$ cat src/source/gomoku_settings.svh
`ifndef GOMOKU_SETTINGS_SVH
`define GOMOKU_SETTINGS_SVH

// Board geometry
`define GRID_SIZE       15
`define WIN_LEN         5
`define WINDOW_LEN      9    // 2*WIN_LEN - 1 cells centred on the placed stone

`define COORD_W         4
`define SCORE_W         8

// ------------------------------
// Wishbone register map
// ------------------------------
`define WB_ADDR_W       9
`define WB_DATA_W       32

`define ADDR_CMD        0
`define ADDR_STATUS     1
`define ADDR_SCORES     2
`define CELL_SPACE_BIT  8    // Set for cell reads with the row in 7..4 and the column in 3..0

`endif

$ cat src/source/gomoku_pkg.sv
package gomoku_pkg;

    // Contents of one board cell
    typedef enum logic [1:0] {
        CELL_EMPTY = 2'd0,
        CELL_P1    = 2'd1,
        CELL_P2    = 2'd2
    } cell_t;

    // Game FSM
    typedef enum logic [1:0] {
        S_PLAY = 2'd0,
        S_SCAN = 2'd1,    // Win check in flight
        S_WIN  = 2'd2
    } state_t;

    // Opcodes written to the command register
    typedef enum logic [2:0] {
        CMD_LEFT    = 3'd0,
        CMD_RIGHT   = 3'd1,
        CMD_UP      = 3'd2,
        CMD_DOWN    = 3'd3,
        CMD_PLACE   = 3'd4,
        CMD_REMATCH = 3'd5
    } cmd_t;

endpackage

$ cat src/source/gomoku_result.sv
`timescale 1ns/1ns
`include "gomoku_settings.svh"

module gomoku_result (
    input  logic                clk,
    input  logic                rst,
    input  logic                hit_valid,
    input  logic [3:0]          hits,
    input  gomoku_pkg::cell_t   scan_player,
    input  logic                new_round,
    output logic                game_over,
    output gomoku_pkg::cell_t   winner,
    output logic [`SCORE_W-1:0] score_p1,
    output logic [`SCORE_W-1:0] score_p2
);
    import gomoku_pkg::*;

    localparam int SW = `SCORE_W;

    logic any_hit;

    assign any_hit = hit_valid && (|hits);    // Any direction is enough

    always_ff @(posedge clk) begin
        if (rst) begin
            game_over <= 1'b0;
            winner    <= CELL_EMPTY;
            score_p1  <= '0;
            score_p2  <= '0;
        end else if (new_round) begin
            game_over <= 1'b0;
            winner    <= CELL_EMPTY;
        end else if (any_hit) begin
            game_over <= 1'b1;
            winner    <= scan_player;
            // Counters roll over past the top
            if (scan_player == CELL_P1) begin
                score_p1 <= score_p1 + SW'(1);
            end else begin
                score_p2 <= score_p2 + SW'(1);
            end
        end
    end

endmodule

$ cat config.mk
export PLATFORM = sky130hd
export DESIGN_NAME = gomoku_result
export DESIGN_NICKNAME = d
export VERILOG_FILES = /design/src/source/gomoku_pkg.sv /design/src/source/gomoku_result.sv
export VERILOG_INCLUDE_DIRS = /design/src /design/src/source
export SDC_FILE = /design/constraint.sdc
export NUM_CORES = 1
export LEC_CHECK = 0
export BUFFER_PORTS_ARGS = -buffer_cell sky130_fd_sc_hd__buf_4
export CORE_MARGIN = 1
export CORE_UTILIZATION = 46
export CTS_BUF_LIST = sky130_fd_sc_hd__clkbuf_4 sky130_fd_sc_hd__clkbuf_8
export DETAILED_ROUTE_END_ITERATION = 10
export PLACE_DENSITY = 0.77
export SLEW_MARGIN = 30
export SYNTH_ARGS = -nofsm -noshare
export SYNTH_HDL_FRONTEND = slang
export SYNTH_SLANG_ARGS = --single-unit
export TNS_END_PERCENT = 1
$ cat constraint.sdc
create_clock -name clk -period 1.7 [get_ports clk]
set_clock_uncertainty 0.15 [all_clocks]
set_input_delay 0.425 -clock clk [delete_from_list [all_inputs] [get_ports clk]]
set_output_delay 0.425 -clock clk [all_outputs]
set_load 0.05 [all_outputs]
# Yosys cells after proc, flatten, opt, wreduce, memory -nomap -nowiden
# Index checks and enable logic that the tools add are counted.
[word_totals]
reg_bits = 19
output_inout_bits = 19
input_bits = 10
[classes]
bitwise = 2
n_addsub = 2
reduce_logical = 5
eq_ne = 1
[op_table]
columns = ["cell", "count"]
rows = [
  ["adder 8 x 1 -> 8 bit (second input constant)", 2],
  ["AND reduction 3 bit", 2],
  ["OR reduction 4 bit", 1],
  ["equality test 2 x 1 -> 1 bit (second input constant)", 1],
  ["inverter 1 bit", 2],
  ["OR reduction 2 bit", 1],
  ["logical AND 1 bit", 1],
]

# Depth between registers and ports, before layout
[logic_depth]
word_depth = 3
ltp_mapped = 5

# Least setup slack after synthesis
# Ideal clock, no wire load.
[synth_timing]
path_type = "reg-to-reg"
startpoint = "register score_p2[0]"
endpoint = "register score_p2[4]"
arrival_time_ns = 1.647
stages_incl_launch_ff = 5
synth_period_minus_slack_ns = 1.867
setup_slack_ns = -0.167
path_buffers = 0
t_required_ns = 1.479
path_cell_list = "dfxtp_1 ha_1 nand4_1 or4_1 a21oi_1"
[synth_between]
elab_chain_len = 1
[synth_lines]
columns = ["item", "line", "text"]
rows = [
  ["start, declared", "gomoku_result.sv:14", "output logic [`SCORE_W-1:0] score_p2"],
  ["start signal, assigned", "gomoku_result.sv:40", "score_p2 <= score_p2 + SW'(1);"],
  ["adder 8 x 1 -> 8 bit", "gomoku_result.sv:40", ""],
]
# No other way between the ends.
# A chain may end at the register's enable or synchronous reset.

# Final worst setup path
[layout_timing]
startpoint = "register score_p1[2]"
endpoint = "output score_p1[2]"
[layout_lines]
columns = ["item", "line", "text"]
rows = [
  ["start, declared", "gomoku_result.sv:13", "output logic [`SCORE_W-1:0] score_p1,"],
  ["start signal, assigned", "gomoku_result.sv:38", "score_p1 <= score_p1 + SW'(1);"],
]
# No word-level cell between the ends.

==> PnR_summary.wiki <==
{| class="wikitable"
! Metric !! Value
|-
| Number of buffers inserted during clock tree synthesis || 3
|-
| Class of the tightest hold or removal check || in -> reg
|-
| Family with the most delay on the worst path || flip-flops
|-
| Cell-by-cell trace of the critical path || buf_4
|-
| Count of hold buffers inserted by post-cts repair || 0
|-
| Setup slack at placement || -0.130 ns
|-
| Die width || 46.7 um
|-
| Clock-pin slew on the worst setup and hold paths || 0.10 ns
|-
| Register bit total from synthesis || 19
|-
| Via-per-instance ratio || 5.32
|-
| Vertical extent of the die || 46.7 um
|-
| Summed negative setup slack over all endpoints || 0 ns
|-
| Total die area || 2180 um2
|-
| Largest net degree at the start of global routing || 25
|-
| Crit path depth || 1
|-
| Critical Path Fanout Max || 6
|-
| Endpoint arrival time on the critical path || 0.98 ns
|-
| Netlist area before placement || 920 um2
|-
| Layout cell share with drive strength beyond 1 || 38.8%
|-
| Final-report setup violation count || 0
|-
| Synthesized area per cell || 9.58 um2
|-
| Kind of start point of the critical path || register
|-
| Final critical-path setup slack || 0.147 ns
|-
| Avg WL per Cell || 12.8 um
|-
| Start of the worst register-to-register path || score_p1[1]$_SDFFE_PP0P_
|-
| Initial antenna violation count || 0
|-
| # Max-Cap Violations || 0
|-
| Number of warnings issued by yosys || 0
|-
| Buffers inserted during post-CTS setup optimization || 0
|-
| Lkg Pwr || 0.533 nW
|-
| Number of DRC violations after detailed routing || 0
|-
| Final Wtd Congestion || 0.745
|-
| Starting density of the core || 51.0%
|-
| Number of antenna-violating nets in the routed design || 0
|-
| Post-DP HPWL || 1530 um
|-
| Tot GR Track Use || 21.1%
|-
| Crit Path Category || reg -> out
|-
| Maximum buffer depth of the clock tree || 2
|-
| Worst-margin pin slew || 0.360 ns
|-
| Post-Syn Nets || 108
|-
| Buf/Inv on CP || 1
|-
| R2R cell count || 5
|-
| Post-synth cell types || 27
|-
| Count of boundary I/O pins || 29
|-
| Ratio of total power to cell area || 656 nW/um2
|-
| Worst setup path startpoint || score_p1[2]$_SDFFE_PP0P_
|-
| TritonCTS sink count || 19
|-
| Final period demand of the worst path || 1.55 ns
|-
| DR vias || 846
|-
| Delay of the slowest cell on the worst path || 0.44 ns
|-
| Cells after Synth || 96
|-
| Post-route fraction of the period consumed by the critical path || 91.4%
|-
| Pins Over Slew Limit || 0
|-
| DRT iter0 DRCs || 16
|-
| Final hold vios || 0
|-
| Run status || finished, final reports clean
|-
| Worst skew pair latency || 0.30 ns
|-
| Part of the Yosys area used for sequential elements || 41.4%
|-
| Required time of the worst setup path || 1.12 ns
|-
| Number of optimization iterations in the first detailed-route pass || 4
|-
| Total length of routed wires || 2030 um
|-
| Signed area change from the synthesized netlist to the final layout || 36.1%
|-
| Post-cts gate resize count || 0
|-
| Global-route wire length before repair || 3180 um
|-
| Startpoint of the worst hold path || new_round
|-
| Total of fill cells in the finished design || 157
|-
| Setup repair after global routing missed its margin || no
|-
| Element type at the critical path end || output port
|-
| Std-Cell Rows || 15
|-
| Maximum operating frequency || 644 MHz
|-
| CTS H-tree depth || 1
|-
| Final Net Count || 147
|-
| CTS root buf || sky130_fd_sc_hd__clkbuf_4
|-
| Core ar. || 1800 um2
|-
| Via count of the first global-routing pass || 747
|-
| Worst slew margin relative to its limit || 75.7%
|-
| Total grt overflow || 0
|-
| Slowest CP cell || sky130_fd_sc_hd__dfxtp_1
|-
| Maximum vdd ir drop || 0.427 mV
|-
| Hold path depth || 3
|-
| I/O Buffers || 28
|-
| TritonCTS clock tree || built
|-
| Ant diodes || 0
|}
[path summary, 6_finish.rpt]
path,end,slack (ns)
worst max-delay path,score_p1[2],0.15
worst min-delay path,game_over$_SDFFE_PP0P_,0.29
worst max register to register,score_p1[4]$_SDFFE_PP0P_,0.15
worst min register to register,game_over$_SDFFE_PP0P_,0.31
[worst min-delay path, delay by kind of cell]
family                 cells  cell delay [ns]
buffers and inverters      2             0.23
AO/OA/AOI/OAI              1             0.04
[state kept, by name, summed over array words and instances (netlist names)]
| signal | cells |
|---|---|
| winner | 2 |
| score_p2 | 8 |
| game_over | 1 |
| score_p1 | 8 |
[kinds of logic (layout without fill, tap and decap cells)]
kind of cell / Yosys count / count (layout) / share of synthesized area [%]
simple gates: 48 / 48 / 30.1
flops: 19 / 19 / 41.4
mux: 9 / 9 / 10.5
xor+xnor: 7 / 7 / 6.67
compound gates: 6 / 6 / 6.26
buf+inv: 5 / 43 / 2.45
fa+ha+maj: 2 / 2 / 2.72
[synthesized netlist by cell type]
cell type | count | area share, %
sky130_fd_sc_hd__a21oi_1 | 2 | 1.1
sky130_fd_sc_hd__nor4_1 | 3 | 2.0
sky130_fd_sc_hd__buf_4 | 1 | 0.82
sky130_fd_sc_hd__dfxtp_1 | 19 | 41
sky130_fd_sc_hd__clkbuf_1 | 3 | 1.2
sky130_fd_sc_hd__mux2_1 | 1 | 1.2
sky130_fd_sc_hd__and4_1 | 2 | 1.9
sky130_fd_sc_hd__nor2_1 | 16 | 6.5
sky130_fd_sc_hd__o41ai_4 | 1 | 3.0
sky130_fd_sc_hd__o21ai_0 | 1 | 0.54
sky130_fd_sc_hd__nor4b_1 | 2 | 1.9
sky130_fd_sc_hd__ha_1 | 2 | 2.7
sky130_fd_sc_hd__nor4bb_1 | 1 | 1.1
sky130_fd_sc_hd__xnor2_1 | 7 | 6.7
sky130_fd_sc_hd__nor3_1 | 3 | 1.6
sky130_fd_sc_hd__a211oi_1 | 1 | 0.82
sky130_fd_sc_hd__nor2b_1 | 7 | 4.8
sky130_fd_sc_hd__nand4_1 | 4 | 2.7
sky130_fd_sc_hd__or3_1 | 2 | 1.4
sky130_fd_sc_hd__nand2b_4 | 1 | 1.5
sky130_fd_sc_hd__nand3_1 | 5 | 2.7
sky130_fd_sc_hd__mux2i_1 | 4 | 4.4
sky130_fd_sc_hd__mux2_2 | 4 | 4.9
sky130_fd_sc_hd__inv_1 | 1 | 0.41
sky130_fd_sc_hd__or4_1 | 1 | 0.82
sky130_fd_sc_hd__o31ai_1 | 1 | 0.82
sky130_fd_sc_hd__nor3_2 | 1 | 1.1
[per-stage QoR]
| step | cells | instance area (um2) | hold WS [ns] | power (W) | util [%] |
|---|---|---|---|---|---|
| floorplan | 96 | 923 | 0.444 | 0.000531 | - |
| global placement | 155 | 1220 | 0.293 | 0.000583 | 67.8 |
| detailed placement | 155 | 1220 | 0.300 | 0.000587 | 67.8 |
| CTS | 159 | 1250 | 0.280 | 0.000832 | 69.4 |
| global route | 159 | 1250 | 0.284 | 0.000855 | 69.4 |
| finish | 159 | 1250 | 0.290 | 0.000821 | 69.4 |
[layout make-up]
type                    instances  area, um2  area share (%)
clock buffers                   4       30.0            2.40
inverters                       1       3.75           0.300
multi-input cells              72        517            41.3
flip-flops and latches         19        384            30.7
well taps                      25       31.3            2.50
repair buffers                 38        285            22.8
[power by group]
part	internal (W)	leakage, nW	switching, W
combinational	0.0000512	0.360	0.0000685
sequential	0.000452	0.155	0.00000503
clock	0.000108	0.0184	0.000137
total	0.000610	0.533	0.000210
[metal layers]
| layer | wire (um) | GRT usage [%] | vias to the layer above | part of all wire, % |
|---|---|---|---|---|
| met5 | 0 | 0 | - | 0 |
| met3 | 106 | 4.71 | 6 | 5.2 |
| met4 | 46 | 12.6 | 0 | 2.3 |
| met1 | 932 | 26.4 | 389 | 46 |
| met2 | 942 | 33.1 | 31 | 46 |
| li1 | - | - | 420 | - |
[cells in the final DEF (no fill, tap or decap), drive strengths merged, types with 2 or more instances in the layout]
master | netlist | layout
nor3 | 4 | 4
clkbuf | 3 | 4
nand3 | 5 | 5
mux2 | 5 | 5
and4 | 2 | 2
dfxtp | 19 | 19
a21oi | 2 | 2
nand4 | 4 | 4
nor2b | 7 | 7
nor4b | 2 | 2
nor4 | 3 | 3
xnor2 | 7 | 7
or3 | 2 | 2
buf | 1 | 38
ha | 2 | 2
nor2 | 16 | 16
mux2i | 4 | 4
No activity file was read; power rests on OpenSTA's default activity.
