--- config.mk ---
export PLATFORM = sky130hd
export DESIGN_NAME = gomoku_wb_regs
export DESIGN_NICKNAME = d
export VERILOG_FILES = /design/src/source/gomoku_pkg.sv /design/src/source/gomoku_wb_regs.sv
export VERILOG_INCLUDE_DIRS = /design/src /design/src/source
export SDC_FILE = /design/constraint.sdc
export NUM_CORES = 1
export LEC_CHECK = 0
export ABC_AREA = 1
export ABC_CLOCK_PERIOD_IN_PS = 1950
export BUFFER_PORTS_ARGS = -buffer_cell sky130_fd_sc_hd__buf_4
export CAP_MARGIN = 20
export CORE_AREA = 2 2 64 66
export DETAILED_ROUTE_END_ITERATION = 8
export DIE_AREA = 0 0 66 68
export GPL_TIMING_DRIVEN = 0
export PLACE_DENSITY = 0.73
export SETUP_SLACK_MARGIN = 0.2
export SLEW_MARGIN = 0
export SYNTH_ARGS = -nofsm -noshare
export SYNTH_HDL_FRONTEND = slang
export SYNTH_SLANG_ARGS = --single-unit
export TNS_END_PERCENT = 20
--- constraint.sdc ---
create_clock -name clk -period 1.95 [get_ports clk]
set_input_delay 0 -clock clk [delete_from_list [all_inputs] [get_ports clk]]
set_output_delay 0 -clock clk [all_outputs]
set_load 0.02 [all_outputs]
--- src/source/gomoku_settings.svh ---
`ifndef GOMOKU_SETTINGS_SVH
`define GOMOKU_SETTINGS_SVH

// Board geometry
`define GRID_SIZE       15
`define WIN_LEN         5
`define WINDOW_LEN      9    // 2*WIN_LEN - 1 cells centred on the placed stone

`define COORD_W         4
`define SCORE_W         8

// ------------------------------
// Wishbone register map
// ------------------------------
`define WB_ADDR_W       9
`define WB_DATA_W       32

`define ADDR_CMD        0
`define ADDR_STATUS     1
`define ADDR_SCORES     2
`define CELL_SPACE_BIT  8    // Set for cell reads with the row in 7..4 and the column in 3..0

`endif

--- src/source/gomoku_pkg.sv ---
package gomoku_pkg;

    // Contents of one board cell
    typedef enum logic [1:0] {
        CELL_EMPTY = 2'd0,
        CELL_P1    = 2'd1,
        CELL_P2    = 2'd2
    } cell_t;

    // Game FSM
    typedef enum logic [1:0] {
        S_PLAY = 2'd0,
        S_SCAN = 2'd1,    // Win check in flight
        S_WIN  = 2'd2
    } state_t;

    // Opcodes written to the command register
    typedef enum logic [2:0] {
        CMD_LEFT    = 3'd0,
        CMD_RIGHT   = 3'd1,
        CMD_UP      = 3'd2,
        CMD_DOWN    = 3'd3,
        CMD_PLACE   = 3'd4,
        CMD_REMATCH = 3'd5
    } cmd_t;

endpackage

--- src/source/gomoku_wb_regs.sv ---
`timescale 1ns/1ns
`include "gomoku_settings.svh"

module gomoku_wb_regs (
    input  logic                  clk,
    input  logic                  rst,
    input  logic                  cyc,
    input  logic                  stb,
    input  logic                  we,
    input  logic [`WB_ADDR_W-1:0] adr,
    input  logic [`WB_DATA_W-1:0] dat_w,
    output logic                  ack,
    output logic [`WB_DATA_W-1:0] dat_r,
    output logic                  cmd_valid,
    output gomoku_pkg::cmd_t      cmd_op,
    input  logic                  cmd_done,
    input  gomoku_pkg::state_t    state,
    input  logic                  turn,
    input  gomoku_pkg::cell_t     winner,
    input  logic [`COORD_W-1:0]   cursor_x,
    input  logic [`COORD_W-1:0]   cursor_y,
    input  logic [`SCORE_W-1:0]   score_p1,
    input  logic [`SCORE_W-1:0]   score_p2,
    output logic [`COORD_W-1:0]   cell_row,
    output logic [`COORD_W-1:0]   cell_col,
    input  gomoku_pkg::cell_t     cell_rd
);
    import gomoku_pkg::*;

    localparam int AW = `WB_ADDR_W;
    localparam int DW = `WB_DATA_W;
    localparam int CW = `COORD_W;

    logic          new_req;
    logic          is_cmd_addr;
    logic          op_legal;
    logic [DW-1:0] rd_word;

    // Fresh cycle that is neither an answered tail nor a command in flight
    assign new_req     = cyc && stb && !ack && !cmd_valid;
    assign is_cmd_addr = adr == AW'(`ADDR_CMD);
    assign op_legal    = dat_w <= DW'(CMD_REMATCH);

    // Cell address goes straight to the board
    assign cell_row = adr[2*CW-1:CW];
    assign cell_col = adr[CW-1:0];

    always_comb begin
        if (adr[`CELL_SPACE_BIT]) begin
            rd_word = DW'(cell_rd);    // Board returns empty for row or col past the edge
        end else begin
            case (adr)
                AW'(`ADDR_STATUS): rd_word = DW'({cursor_y, cursor_x, 3'b000, winner, turn, state});
                AW'(`ADDR_SCORES): rd_word = DW'({score_p2, score_p1});
                default:           rd_word = '0;
            endcase
        end
    end

    // ------------------------------
    // Handshake
    // ------------------------------
    always_ff @(posedge clk) begin
        if (rst) begin
            ack       <= 1'b0;
            cmd_valid <= 1'b0;
        end else begin
            ack <= 1'b0;
            if (cmd_valid) begin
                if (cmd_done) begin
                    cmd_valid <= 1'b0;
                    ack       <= 1'b1;
                end
            end else if (new_req) begin
                if (we && is_cmd_addr && op_legal) begin
                    cmd_valid <= 1'b1;    // Ack waits for the core
                end else begin
                    ack <= 1'b1;
                end
            end
        end
    end

    always_ff @(posedge clk) begin
        if (new_req && we) begin
            cmd_op <= cmd_t'(dat_w[$bits(cmd_t)-1:0]);
        end
        if (new_req && !we) begin
            dat_r <= rd_word;
        end
    end

endmodule

After elaboration in Yosys (flattened, before gate mapping)
Index checks and enable logic that the tools add are counted.

Output and inout port bits: 45. Bits in registers: 21. Bits of input ports: 78.

Mux-type cells: 10. Reduce and logical (&&, ||, !) cells: 11. Order comparisons: 1. Equal/unequal tests: 2.

Operator list (number): <= comparator 32 x 3 -> 1 bit, second input constant (1); case mux 16 bit (2 select lines) (1); equality test 9 x 1 -> 1 bit, second input constant (1); equality test 9 x 2 -> 1 bit, second input constant (1); logical NOT 9 bit (1); 2-to-1 mux 1 bit (8); logical AND 1 bit (7); logical NOT 1 bit (3); 2-to-1 mux 2 bit (1).

Logic depth before layout (Yosys ltp)
Gate-level depths: netlist (run 1).

Depth in word-level cells: 6. Gate-level depth with buffers: 8. Depth with buffers taken out: 8.

Worst setup path after synthesis (run 1)
No wires, ideal clock.

Kind: reg-to-reg. Start: reg cmd_valid. End: reg dat_r[0], enable pin. Slack: 0.142 ns. Data required time: 1.561 ns. Buffers on the path: 0. Library setup time: 0.389 ns. Data arrival time: 1.419 ns. Stages on the path, launching flop included: 5. Cells stage by stage: dfxtp_1 -> nor2_1 -> and3_1 -> inv_1 -> nor2_1.

Longest elaborated chain between the ends: 3.

RTL lines: from (decl) (line gomoku_wb_regs.sv:14) `output logic cmd_valid,`; from (signal assigned) (line gomoku_wb_regs.sv:66) `cmd_valid <= 1'b0;`; from (signal assigned) (line gomoku_wb_regs.sv:71) `cmd_valid <= 1'b0;`; from (signal assigned) (line gomoku_wb_regs.sv:76) `cmd_valid <= 1'b1;`; logical NOT 1 bit (line gomoku_wb_regs.sv:40) `assign new_req = cyc && stb && !ack && !cmd_valid;`; logical AND 1 bit (line gomoku_wb_regs.sv:40); logical AND 1 bit (line gomoku_wb_regs.sv:88) `if (new_req && !we) begin`; to (signal assigned) (line gomoku_wb_regs.sv:89) `dat_r <= rd_word;`; to (decl) (line gomoku_wb_regs.sv:13) `` output logic [`WB_DATA_W-1:0] dat_r, ``.

No other way between the ends. A chain may end at the register's enable or synchronous reset.

Final worst setup path (run 1)
Same ends and word-level chain as after synthesis.

==> results.json, run 1 <==
{
  "finalNonFillerCells": 336,
  "status": "finished clean",
  "final_nets": 365,
  "insertedDiodeCount": 0,
  "areaGrowthSynthToFinish_pct": 74.88,
  "worst-endpoint-required_ns": 1.84,
  "final_min_period_over_clock_period": 0.7607,
  "power_leakage_nw": 1.237,
  "startpoint_type": "flip-flop",
  "peakVddDrop_mv": 0.1935,
  "number_of_antenna_violations_at_the_first_check_in_global_routing": 0,
  "crit_chain": "nor2_1 > and3_1 > inv_1 > nor2_4",
  "global_route.overflow_total": 0,
  "period_minus_slack_ns": 1.483,
  "cts_tree": "yes",
  "cellPowerDensity_mw_per_mm2": 442.8,
  "post_cts_buffers": 0,
  "design.core.area_mm2": 0.003856,
  "clock.fmax_mhz": 674.1,
  "hold_class": "in -> reg",
  "final_layout_size_suffix_gt1_frac": 0.5490,
  "cell_area_after_synthesis_mm2": 0.001345,
  "r2r_cells": 4,
  "max_cap_violations": 0,
  "cts_buffer_depth": 2,
  "layout.cells.most_common_list": "sky130_fd_sc_hd__buf_4, sky130_fd_sc_hd__nor2_1, sky130_fd_sc_hd__nand2_1",
  "cpMaxStageDelayCell": "sky130_fd_sc_hd__nor2_4",
  "critical_path.endpoint_type": "flip-flop",
  "die_x_um": 66,
  "postSynthAreaPerCell_um2": 8.567,
  "maximum_single_stage_delay_on_the_critical_path_ns": 0.38,
  "final-max-slew-violation-count": 0,
  "average_wire_per_standard_cell_um": 9.679,
  "timing.critical_path.arrival_ns": 1.38,
  "clk_latency_ns": 0.25,
  "number_of_global_route_vias_before_repair": 1111,
  "critical_path_class": "reg -> reg",
  "final.setup.tns_ns": 0,
  "design.die.area_mm2": 0.004488,
  "cts.htree.levels": 1,
  "hold_depth": 3,
  "syn_inst": 157,
  "io_buffer_count": 106,
  "yosys_warnings": 0,
  "crit_fanout": 16,
  "synth_seq_area_share": 0.4540,
  "mostFrequentLayoutCell": "sky130_fd_sc_hd__buf_4",
  "final_count_of_negative_setup_slack_endpoints": 0,
  "numCtsBuffers": 3,
  "rrSetupSlack_ns": 0.47,
  "gpl.final_weighted_congestion": 0.7494,
  "cts.reportedPaths.clkPinSlew_ns": 0.06,
  "grt_usage": 0.1310,
  "detailroute.via_count": 1331,
  "route.detailed.drc": 0,
  "drt_pre_antenna_iters": 4,
  "unrepaired_setup_endpoints_after_global_routing": "no",
  "route.final.wire_length_um": 3252,
  "initial_utilization": 0.3488,
  "cts-root-buf": "sky130_fd_sc_hd__clkbuf_8",
  "grt_start_max_net_pins": 17,
  "detailedRoute.firstIterationViolations": 69,
  "chipHeight_um": 68,
  "synth_seq_cells": 21,
  "postRouteAntennaNets": 0,
  "global_route_wire_length_before_repair_um": 4664,
  "core.rowCount": 23,
  "finalClockSkew_ns": 0.007071,
  "final_hold_viol_count": 0,
  "placedCellCount": 328,
  "cts_sinks": 21,
  "dp_hpwl_um": 2784,
  "num_io_pins": 123,
  "count_of_distinct_cell_types_in_the_synthesized_netlist": 23,
  "drt-vias-per-instance": 3.961
}
==> what timing repair did <==
action                                  4_1_cts  5_1_grt
gates resized for setup                       0        1
hold buffers                                  4        0
endpoints found under the setup margin        0       16
hold endpoints to repair                      5        0
==> report_power, final <==
group,total (W),switching (W),internal [W]
Sequential,0.000495,0.00000150,0.000494
Clock,0.000267,0.000123,0.000145
Combinational,0.000279,0.000115,0.000164
==> path summary, 6_finish.rpt <==
check / from / to
worst max register to register: cmd_valid$_SDFF_PP0_ / dat_r[0]$_DFFE_PP_
worst min register to register: cmd_valid$_SDFF_PP0_ / ack$_SDFF_PP0_
worst min-delay path: cmd_done / ack$_SDFF_PP0_
worst max-delay path: cmd_valid$_SDFF_PP0_ / dat_r[0]$_DFFE_PP_
==> sequential cells by signal, summed over array words and instances (netlist names) <==
| signal | flops |
|---|---|
| cmd_valid | 1 |
| cmd_op | 3 |
| dat_r | 16 |
| ack | 1 |
==> critical path, delay by kind of cell, from the launching register on <==
kind	cells	cell delay, ns
simple gates	3	0.69
flops	1	0.35
buf+inv	1	0.10
==> cells by family (layout without fill, tap and decap cells) <==
family | count (synthesis) | count (layout) | share of synthesized area
flops | 21 | 21 | 0.4540
buf+inv | 53 | 167 | 0.2270
other cells | 1 | 16 | 0.002788
compound gates | 15 | 15 | 0.08836
simple gates | 67 | 67 | 0.2279
==> cell usage after synthesis <==
cell type | number | area, µm²
sky130_fd_sc_hd__o21ai_2 | 10 | 87.58
sky130_fd_sc_hd__nand3_1 | 1 | 5.000
sky130_fd_sc_hd__buf_4 | 24 | 180.2
sky130_fd_sc_hd__nand3_2 | 2 | 20.02
sky130_fd_sc_hd__a31oi_1 | 2 | 12.51
sky130_fd_sc_hd__nor2_2 | 1 | 6.260
sky130_fd_sc_hd__conb_1 | 1 | 3.750
sky130_fd_sc_hd__inv_2 | 2 | 7.510
sky130_fd_sc_hd__nor2_1 | 29 | 108.9
sky130_fd_sc_hd__nand2_2 | 2 | 12.51
sky130_fd_sc_hd__a21oi_2 | 1 | 8.760
sky130_fd_sc_hd__nand2_1 | 25 | 93.84
sky130_fd_sc_hd__buf_6 | 2 | 22.52
sky130_fd_sc_hd__a21oi_1 | 1 | 5.000
sky130_fd_sc_hd__nand4_1 | 4 | 25.02
sky130_fd_sc_hd__dfxtp_1 | 2 | 40.04
sky130_fd_sc_hd__nor2_4 | 1 | 11.26
sky130_fd_sc_hd__inv_1 | 24 | 90.09
sky130_fd_sc_hd__and3_1 | 1 | 6.260
sky130_fd_sc_hd__nand3_4 | 1 | 17.52
sky130_fd_sc_hd__clkinv_2 | 1 | 5.000
sky130_fd_sc_hd__o21ai_0 | 1 | 5.000
sky130_fd_sc_hd__edfxtp_1 | 19 | 570.6
==> metal layers <==
metal / vias up / routed length [µm] / track usage
li1: 712 / - / -
met1: 542 / 1255 / 0.1565
met2: 73 / 1610 / 0.2361
met3: 4 / 358 / 0.03454
met4: 0 / 28 / 0.03061
met5: - / 0 / 0
==> cell type report <==
cell class | instances | area [µm²]
Clock buffer | 4 | 45.04
Tap cell | 50 | 62.56
Timing Repair Buffer | 110 | 835.8
Fill cell | 365 | 1504
Inverter | 27 | 102.6
Sequential cell | 21 | 610.6
Buffer | 26 | 202.7
Multi-Input combinational cell | 98 | 493.0
==> metrics by stage <==
step	hold WS (ns)	instance area (µm²)	power [W]	setup slack (ns)	utilization
CTS	0.01164	2347	0.001047	0.2417	0.6087
detailed placement	0.1689	2262	0.0007763	0.2475	0.5866
global route	0.009383	2352	0.001096	0.4063	0.6100
finish	0.01607	2352	0.001041	0.4666	0.6100
global placement	0.1681	2262	0.0007741	0.2585	0.5866
floorplan	0.06244	1404	0.0006279	0.4013	-
(Power assumes the default switching activity.)
==> run 2: changes to the inputs <==
--- a/config.mk
+++ b/config.mk
@@ -7,7 +7,7 @@
 export NUM_CORES = 1
 export LEC_CHECK = 0
 export ABC_AREA = 1
-export ABC_CLOCK_PERIOD_IN_PS = 1950
+export ABC_CLOCK_PERIOD_IN_PS = 1500
 export BUFFER_PORTS_ARGS = -buffer_cell sky130_fd_sc_hd__buf_4
 export CAP_MARGIN = 20
 export CORE_AREA = 2 2 64 66
==> constraint.sdc (replaced) <==
create_clock -name clk -period 1.5 [get_ports clk]
set_input_delay 0 -clock clk [delete_from_list [all_inputs] [get_ports clk]]
set_output_delay 0 -clock clk [all_outputs]
set_load 0.02 [all_outputs]
==> run 2 against run 1 <==
Clock power up 30%. Maximum frequency rose by 19%. Die area is the same. Worst hold slack got worse by 0.0082 ns. Design area grew 1.1%. Combinational power grew 33%. Sequential share of layout area is 0.18 points lower. Highest routed layer unchanged.
==> results.json, run 2 (synthesis gave the netlist of run 1 again) <==
{
  "die_x_um": 66,
  "global_route_wire_length_before_repair_um": 5354,
  "mostFrequentLayoutCell": "sky130_fd_sc_hd__buf_4",
  "critical_path.endpoint_type": "flip-flop",
  "cts.htree.levels": 1,
  "crit_fanout": 7,
  "io_buffer_count": 106,
  "areaGrowthSynthToFinish_pct": 76.84,
  "number_of_antenna_violations_at_the_first_check_in_global_routing": 0,
  "grt_start_max_net_pins": 12,
  "num_io_pins": 123,
  "place_ws_ns": 0.05872,
  "placement.cell_area_mm2": 0.002275,
  "initial_utilization": 0.3488,
  "route.detailed.drc": 0,
  "chipHeight_um": 68,
  "finalClockSkew_ns": 0.002752,
  "cts.reportedPaths.clkPinSlew_ns": 0.07,
  "unrepaired_setup_endpoints_after_global_routing": "yes",
  "cts_tree": "yes",
  "layout_setup_ws_ns": 0.2494,
  "timing.critical_path.arrival_ns": 1.21,
  "gpl.final_weighted_congestion": 0.7209,
  "final-max-slew-violation-count": 0,
  "largest-register": "dat_r",
  "startpoint_type": "flip-flop",
  "final_layout_size_suffix_gt1_frac": 0.5660,
  "grt_usage": 0.1497,
  "top_layer": "met4",
  "final_min_period_over_clock_period": 0.8337,
  "postRouteAntennaNets": 0,
  "largest_reg_flops": 16,
  "status": "finished clean",
  "number_of_global_route_vias_before_repair": 1296,
  "hold_class": "in -> reg",
  "drt-met1-wl_um": 1300,
  "route.final.wire_length_um": 3361,
  "top_regs": "dat_r (16), cmd_op (3)",
  "max_cap_violations": 0,
  "critical_path_class": "reg -> reg",
  "numCtsBuffers": 3,
  "final_nets": 367,
  "final_hold_viol_count": 0,
  "core.rowCount": 23,
  "final.setup.tns_ns": 0,
  "power_leakage_nw": 1.249,
  "dr_wl_met2_um": 1723,
  "cts_sinks": 21,
  "met3RoutedLength_um": 307,
  "clock.fmax_mhz": 799.6,
  "design.core.area_mm2": 0.003856,
  "period_minus_slack_ns": 1.251,
  "global_route.overflow_total": 0,
  "cellPowerDensity_mw_per_mm2": 572.1,
  "average_wire_per_standard_cell_um": 9.944,
  "worst-endpoint-required_ns": 1.46,
  "layout.cells.most_common_list": "sky130_fd_sc_hd__buf_4, sky130_fd_sc_hd__nor2_1, sky130_fd_sc_hd__nand2_1",
  "insertedDiodeCount": 0,
  "peakVddDrop_mv": 0.3730,
  "detailedRoute.firstIterationViolations": 68,
  "design.die.area_mm2": 0.004488,
  "dp_hpwl_um": 2901,
  "clk_latency_ns": 0.25,
  "drt_pre_antenna_iters": 4,
  "stdcell_area_mm2": 0.002379,
  "drt-vias-per-instance": 4.050,
  "number_of_filler_cells_placed_in_the_layout": 356,
  "cts_buffer_depth": 2,
  "final_count_of_negative_setup_slack_endpoints": 0,
  "detailroute.via_count": 1369,
  "cts-root-buf": "sky130_fd_sc_hd__clkbuf_8"
}
[run 2: changes by cell type in the layout (fill, tap and decap cells not counted)]
cell,delta
sky130_fd_sc_hd__dfxtp_2,+2
sky130_fd_sc_hd__dfxtp_1,-2
sky130_fd_sc_hd__and3_1,-1
sky130_fd_sc_hd__inv_2,+1
sky130_fd_sc_hd__buf_6,+1
sky130_fd_sc_hd__inv_1,-1
sky130_fd_sc_hd__and3_4,+1
sky130_fd_sc_hd__buf_4,+1
[run 2: layout make-up]
type / instances / area [µm²] / area share
Multi-Input combinational cell: 98 / 498.0 / 0.2094
Tap cell: 50 / 62.56 / 0.02630
Buffer: 26 / 202.7 / 0.08522
Sequential cell: 21 / 613.1 / 0.2578
Clock buffer: 4 / 45.04 / 0.01894
Timing Repair Buffer: 112 / 854.6 / 0.3593
Inverter: 27 / 102.6 / 0.04314
[run 2: stage by stage]
step	power (W)	utilization	hold slack, ns	instances
floorplan	0.0008192	-	0.05508	172
global placement	0.001010	0.5899	0.1598	328
detailed placement	0.001014	0.5899	0.1598	328
CTS	0.001369	0.6158	0.007454	338
global route	0.001436	0.6168	0.01526	338
finish	0.001361	0.6168	0.007916	338
[run 2: report_power, final]
| part | internal [W] | switching [W] |
|---|---|---|
| sequential | 0.000642 | 0.00000192 |
| clock | 0.000188 | 0.000159 |
| combinational | 0.000218 | 0.000152 |
| total | 0.00105 | 0.000313 |
[run 2: path summary, 6_finish.rpt]
| path | slack, ns | cells after the start | start | endpoint |
|---|---|---|---|---|
| worst max register to register | 0.25 | 5 | cmd_valid$_SDFF_PP0_ | dat_r[0]$_DFFE_PP_ |
| worst max-delay path | 0.25 | 5 | cmd_valid$_SDFF_PP0_ | dat_r[0]$_DFFE_PP_ |
| worst min register to register | 0.49 | 2 | cmd_valid$_SDFF_PP0_ | ack$_SDFF_PP0_ |
| worst min-delay path | 0.008 | 4 | cmd_done | cmd_valid$_SDFF_PP0_ |
[run 2: repair_timing]
action                                 CTS  global route
setup buffers                            2             0
pin swaps                                1             0
hold buffers                             4             0
resized for setup                        0             1
endpoints found under the hold margin    5             0
setup endpoints to repair               16            19
[run 2: metal layers]
layer  vias to the layer above  GRT usage
li1                        717          -
met1                       578     0.1908
met4                         0    0.04082
met5                         -          0
met2                        72     0.2664
met3                         2    0.02138
[run 2: critical path, stage by stage (launching register included)]
cell and delay [ns]:
sky130_fd_sc_hd__dfxtp_2 0.34, sky130_fd_sc_hd__nor2_1 0.10, sky130_fd_sc_hd__and3_4 0.22, sky130_fd_sc_hd__inv_2 0.05, sky130_fd_sc_hd__nor2_4 0.09, sky130_fd_sc_hd__buf_4 0.17
==> run 3: changes to the inputs <==
--- a/config.mk
+++ b/config.mk
@@ -6,13 +6,13 @@
 export SDC_FILE = /design/constraint.sdc
 export NUM_CORES = 1
 export LEC_CHECK = 0
-export ABC_AREA = 1
-export ABC_CLOCK_PERIOD_IN_PS = 1500
+export ABC_AREA = 0
+export ABC_CLOCK_PERIOD_IN_PS = 1200
 export BUFFER_PORTS_ARGS = -buffer_cell sky130_fd_sc_hd__buf_4
 export CAP_MARGIN = 20
-export CORE_AREA = 2 2 64 66
+export CORE_AREA = 2 2 62 64
 export DETAILED_ROUTE_END_ITERATION = 8
-export DIE_AREA = 0 0 66 68
+export DIE_AREA = 0 0 64 66
 export GPL_TIMING_DRIVEN = 0
 export PLACE_DENSITY = 0.73
 export SETUP_SLACK_MARGIN = 0.2
==> constraint.sdc (replaced) <==
create_clock -name clk -period 1.2 [get_ports clk]
set_input_delay 0 -clock clk [delete_from_list [all_inputs] [get_ports clk]]
set_output_delay 0 -clock clk [all_outputs]
set_load 0.02 [all_outputs]
==> run 3 against run 2 <==
Critical path type unchanged. Die area is 5.9% lower. Power rose by 26%. Worst hold slack improved by 0.0058 ns. Critical path depth unchanged. Design area rose by 7.7%. Routed wire length rose by 17%. Combinational power rose by 55%. Via count fell by 0.80%. Global-route usage is 3.4 points higher. Register-to-register slack lost 0.28 ns. First-iteration DRC count increased by 2.9%. The flow now finishes with violations (setup timing). Clock skew rose by 0.0029 ns.
==> results.json, run 3 <==
{
  "ys_top_cells_by_area": "sky130_fd_sc_hd__edfxtp_1, sky130_fd_sc_hd__buf_4, sky130_fd_sc_hd__a22o_1",
  "worst-endpoint-required_ns": 1.21,
  "synth_common_cells": "sky130_fd_sc_hd__buf_4, sky130_fd_sc_hd__edfxtp_1, sky130_fd_sc_hd__nand2_1",
  "final_min_period_over_clock_period": 1.026,
  "synth-edff-count": 19,
  "place_ws_ns": -0.3149,
  "cts-root-buf": "sky130_fd_sc_hd__clkbuf_4",
  "placement.cell_area_mm2": 0.002115,
  "cts.reportedPaths.clkPinSlew_ns": 0.11,
  "use_met3": 0.02726,
  "clk_latency_ns": 0.29,
  "cellPowerDensity_mw_per_mm2": 671.3,
  "timing.critical_path.arrival_ns": 1.25,
  "postSynthAreaPerCell_um2": 11.97,
  "largest_reg_flops": 16,
  "stdcell_area_mm2": 0.002562,
  "final_hold_viol_count": 0,
  "layout_setup_ws_ns": -0.03149,
  "number_of_filler_cells_placed_in_the_layout": 257,
  "global_routing_usage_on_met2": 0.3555,
  "yosys_warnings": 0,
  "grt_start_max_net_pins": 17,
  "grt_busiest_layer": "met2",
  "final-max-slew-violation-count": 0,
  "layout.cells.most_common_list": "sky130_fd_sc_hd__buf_4, sky130_fd_sc_hd__dlygate4sd3_1, sky130_fd_sc_hd__edfxtp_1",
  "detailedRoute.firstIterationViolations": 70,
  "unrepaired_setup_endpoints_after_global_routing": "yes",
  "num_io_pins": 123,
  "status": "complete, but fails checks",
  "hold_class": "in -> reg",
  "cts_buffer_depth": 2,
  "cts.htree.levels": 1,
  "crit_fanout": 16,
  "synth_seq_area_share": 0.5153,
  "final_nets": 340,
  "insertedDiodeCount": 0,
  "chipHeight_um": 66,
  "largest-register": "dat_r",
  "gr-usage-met1": 0.1938,
  "worst_hold_startpoint": "score_p2[7]",
  "design.die.area_mm2": 0.004224,
  "global_route.overflow_total": 0,
  "finalNonFillerCells": 309,
  "die_x_um": 64,
  "final_count_of_negative_setup_slack_endpoints": 19,
  "drt_pre_antenna_iters": 4,
  "yosys.cell_count.top_type": "sky130_fd_sc_hd__buf_4",
  "drt-vias-per-instance": 4.395,
  "period_minus_slack_ns": 1.231,
  "grt_usage": 0.1836,
  "peakVddDrop_mv": 0.3347,
  "initial_utilization": 0.3337,
  "number_of_global_route_vias_before_repair": 1350,
  "numCtsBuffers": 3,
  "layout.core_utilization": 0.7216,
  "dp_hpwl_um": 2709,
  "clock.fmax_mhz": 812.0,
  "mostFrequentLayoutCell": "sky130_fd_sc_hd__buf_4",
  "asyncSetResetFlopFracSynth": 0,
  "r2r_cells": 5,
  "post_synthesis_cell_type_with_the_largest_combined_area": "sky130_fd_sc_hd__edfxtp_1",
  "startpoint_type": "flip-flop",
  "power_w": 0.001720,
  "hold_depth": 2,
  "synth_seq_cells": 21,
  "violations": "setup timing",
  "core.rowCount": 22,
  "yosys_most_used_dff": "sky130_fd_sc_hd__edfxtp_1",
  "syn_inst": 99,
  "worst_hold_path.endpoint": "dat_r[15]$_SDFFCE_PP0P_",
  "max_cap_violations": 0,
  "detailroute.via_count": 1358,
  "synthDominantCellAreaShare": 0.4815,
  "critical_path_class": "reg -> reg",
  "number_of_antenna_violations_at_the_first_check_in_global_routing": 0,
  "regToRegStartpoint": "cmd_valid$_SDFF_PP0_",
  "critical_path.endpoint_type": "flip-flop",
  "cts_sinks": 21,
  "top_regs": "dat_r (16), cmd_op (3)",
  "power_leakage_nw": 1.177,
  "rrSetupSlack_ns": -0.03,
  "gpl.final_weighted_congestion": 0.7346,
  "final_layout_size_suffix_gt1_frac": 0.6092,
  "areaGrowthSynthToFinish_pct": 116.3,
  "critical_path.reg2reg.endpoint": "dat_r[0]$_DFFE_PP_",
  "average_wire_per_standard_cell_um": 12.74,
  "cell_area_after_synthesis_mm2": 0.001185,
  "postRouteAntennaNets": 0,
  "global_route_wire_length_before_repair_um": 5947,
  "cts_tree": "yes",
  "route.detailed.drc": 0,
  "placedCellCount": 268,
  "route.final.wire_length_um": 3938,
  "count_of_distinct_cell_types_in_the_synthesized_netlist": 24,
  "design.core.area_mm2": 0.003551,
  "io_buffer_count": 106,
  "finalClockSkew_ns": 0.005603
}
-- run 3: layout make-up --
type / instances / area, µm² / area share
repair buffers: 143 / 1194 / 0.4658
flip-flops and latches: 21 / 613.1 / 0.2393
multi-input cells: 64 / 455.4 / 0.1777
plain buffers: 26 / 202.7 / 0.07910
well taps: 48 / 60.06 / 0.02344
clock buffers: 4 / 26.28 / 0.01025
inverters: 3 / 11.26 / 0.004395
-- run 3: per-stage QoR --
| stage | hold slack (ns) | TNS, ns |
|---|---|---|
| 2_1_floorplan | 0.09604 | -0.6575 |
| 3_3_place_gp | 0.1804 | -6.161 |
| 3_5_place_dp | 0.1804 | -6.455 |
| 4_1_cts | 0.004847 | -0.5503 |
| 5_1_grt | 0.0003071 | -1.553 |
| 6_report | 0.01369 | -0.4551 |
-- run 3: worst max path at each step --
stage / from / cells past startpoint / end / slack [ns]
6_report: cmd_valid$_SDFF_PP0_ / 5 / dat_r[0]$_DFFE_PP_ / -0.03
5_1_grt: cmd_valid$_SDFF_PP0_ / 5 / dat_r[0]$_DFFE_PP_ / -0.08
4_1_cts: cmd_valid$_SDFF_PP0_ / 5 / dat_r[2]$_SDFFCE_PP0P_ / -0.03
3_5_place_dp: adr[8] / 5 / dat_r[15]$_SDFFCE_PP0P_ / -0.31
3_3_place_gp: adr[8] / 5 / dat_r[11]$_SDFFCE_PP0P_ / -0.32
2_1_floorplan: cmd_valid$_SDFF_PP0_ / 4 / cmd_valid$_SDFF_PP0_ / -0.06
-- run 3: routing by layer --
layer	wire (µm)	up-vias
met5	0	-
met4	76	0
met3	387	8
met2	2050	94
met1	1424	597
li1	-	659
-- run 3: kinds of logic after synthesis --
group / count (synthesis) / share of synthesized area
flip-flops: 21 / 0.5153
AND/OR/NAND/NOR: 32 / 0.1742
AO/OA/AOI/OAI: 16 / 0.1267
other: 1 / 0.003165
buffers and inverters: 29 / 0.1806
-- run 3: critical path, stage by stage (launching register included) --
cell and delay [ns]:
sky130_fd_sc_hd__dfxtp_2 0.34, sky130_fd_sc_hd__nor2_2 0.11, sky130_fd_sc_hd__nand3_2 0.10, sky130_fd_sc_hd__buf_6 0.13, sky130_fd_sc_hd__nor2_4 0.11, sky130_fd_sc_hd__buf_12 0.15
-- run 3: what timing repair did --
| item | CTS | global route |
|---|---|---|
| pin swaps | 22 | 5 |
| setup buffers | 3 | 0 |
| hold buffers | 33 | 1 |
| endpoints found under the setup margin | 37 | 37 |
| endpoints found under the hold margin | 21 | 1 |
| resized for setup | 11 | 1 |
-- run 3: report_power, final --
group	switching (W)	leakage [nW]	internal (W)	total, W
Clock	0.000193	0.0150	0.000129	0.000322
Combinational	0.000219	0.989	0.000355	0.000574
Sequential	0.00000754	0.173	0.000817	0.000825
Total	0.000419	1.18	0.00130	0.00172
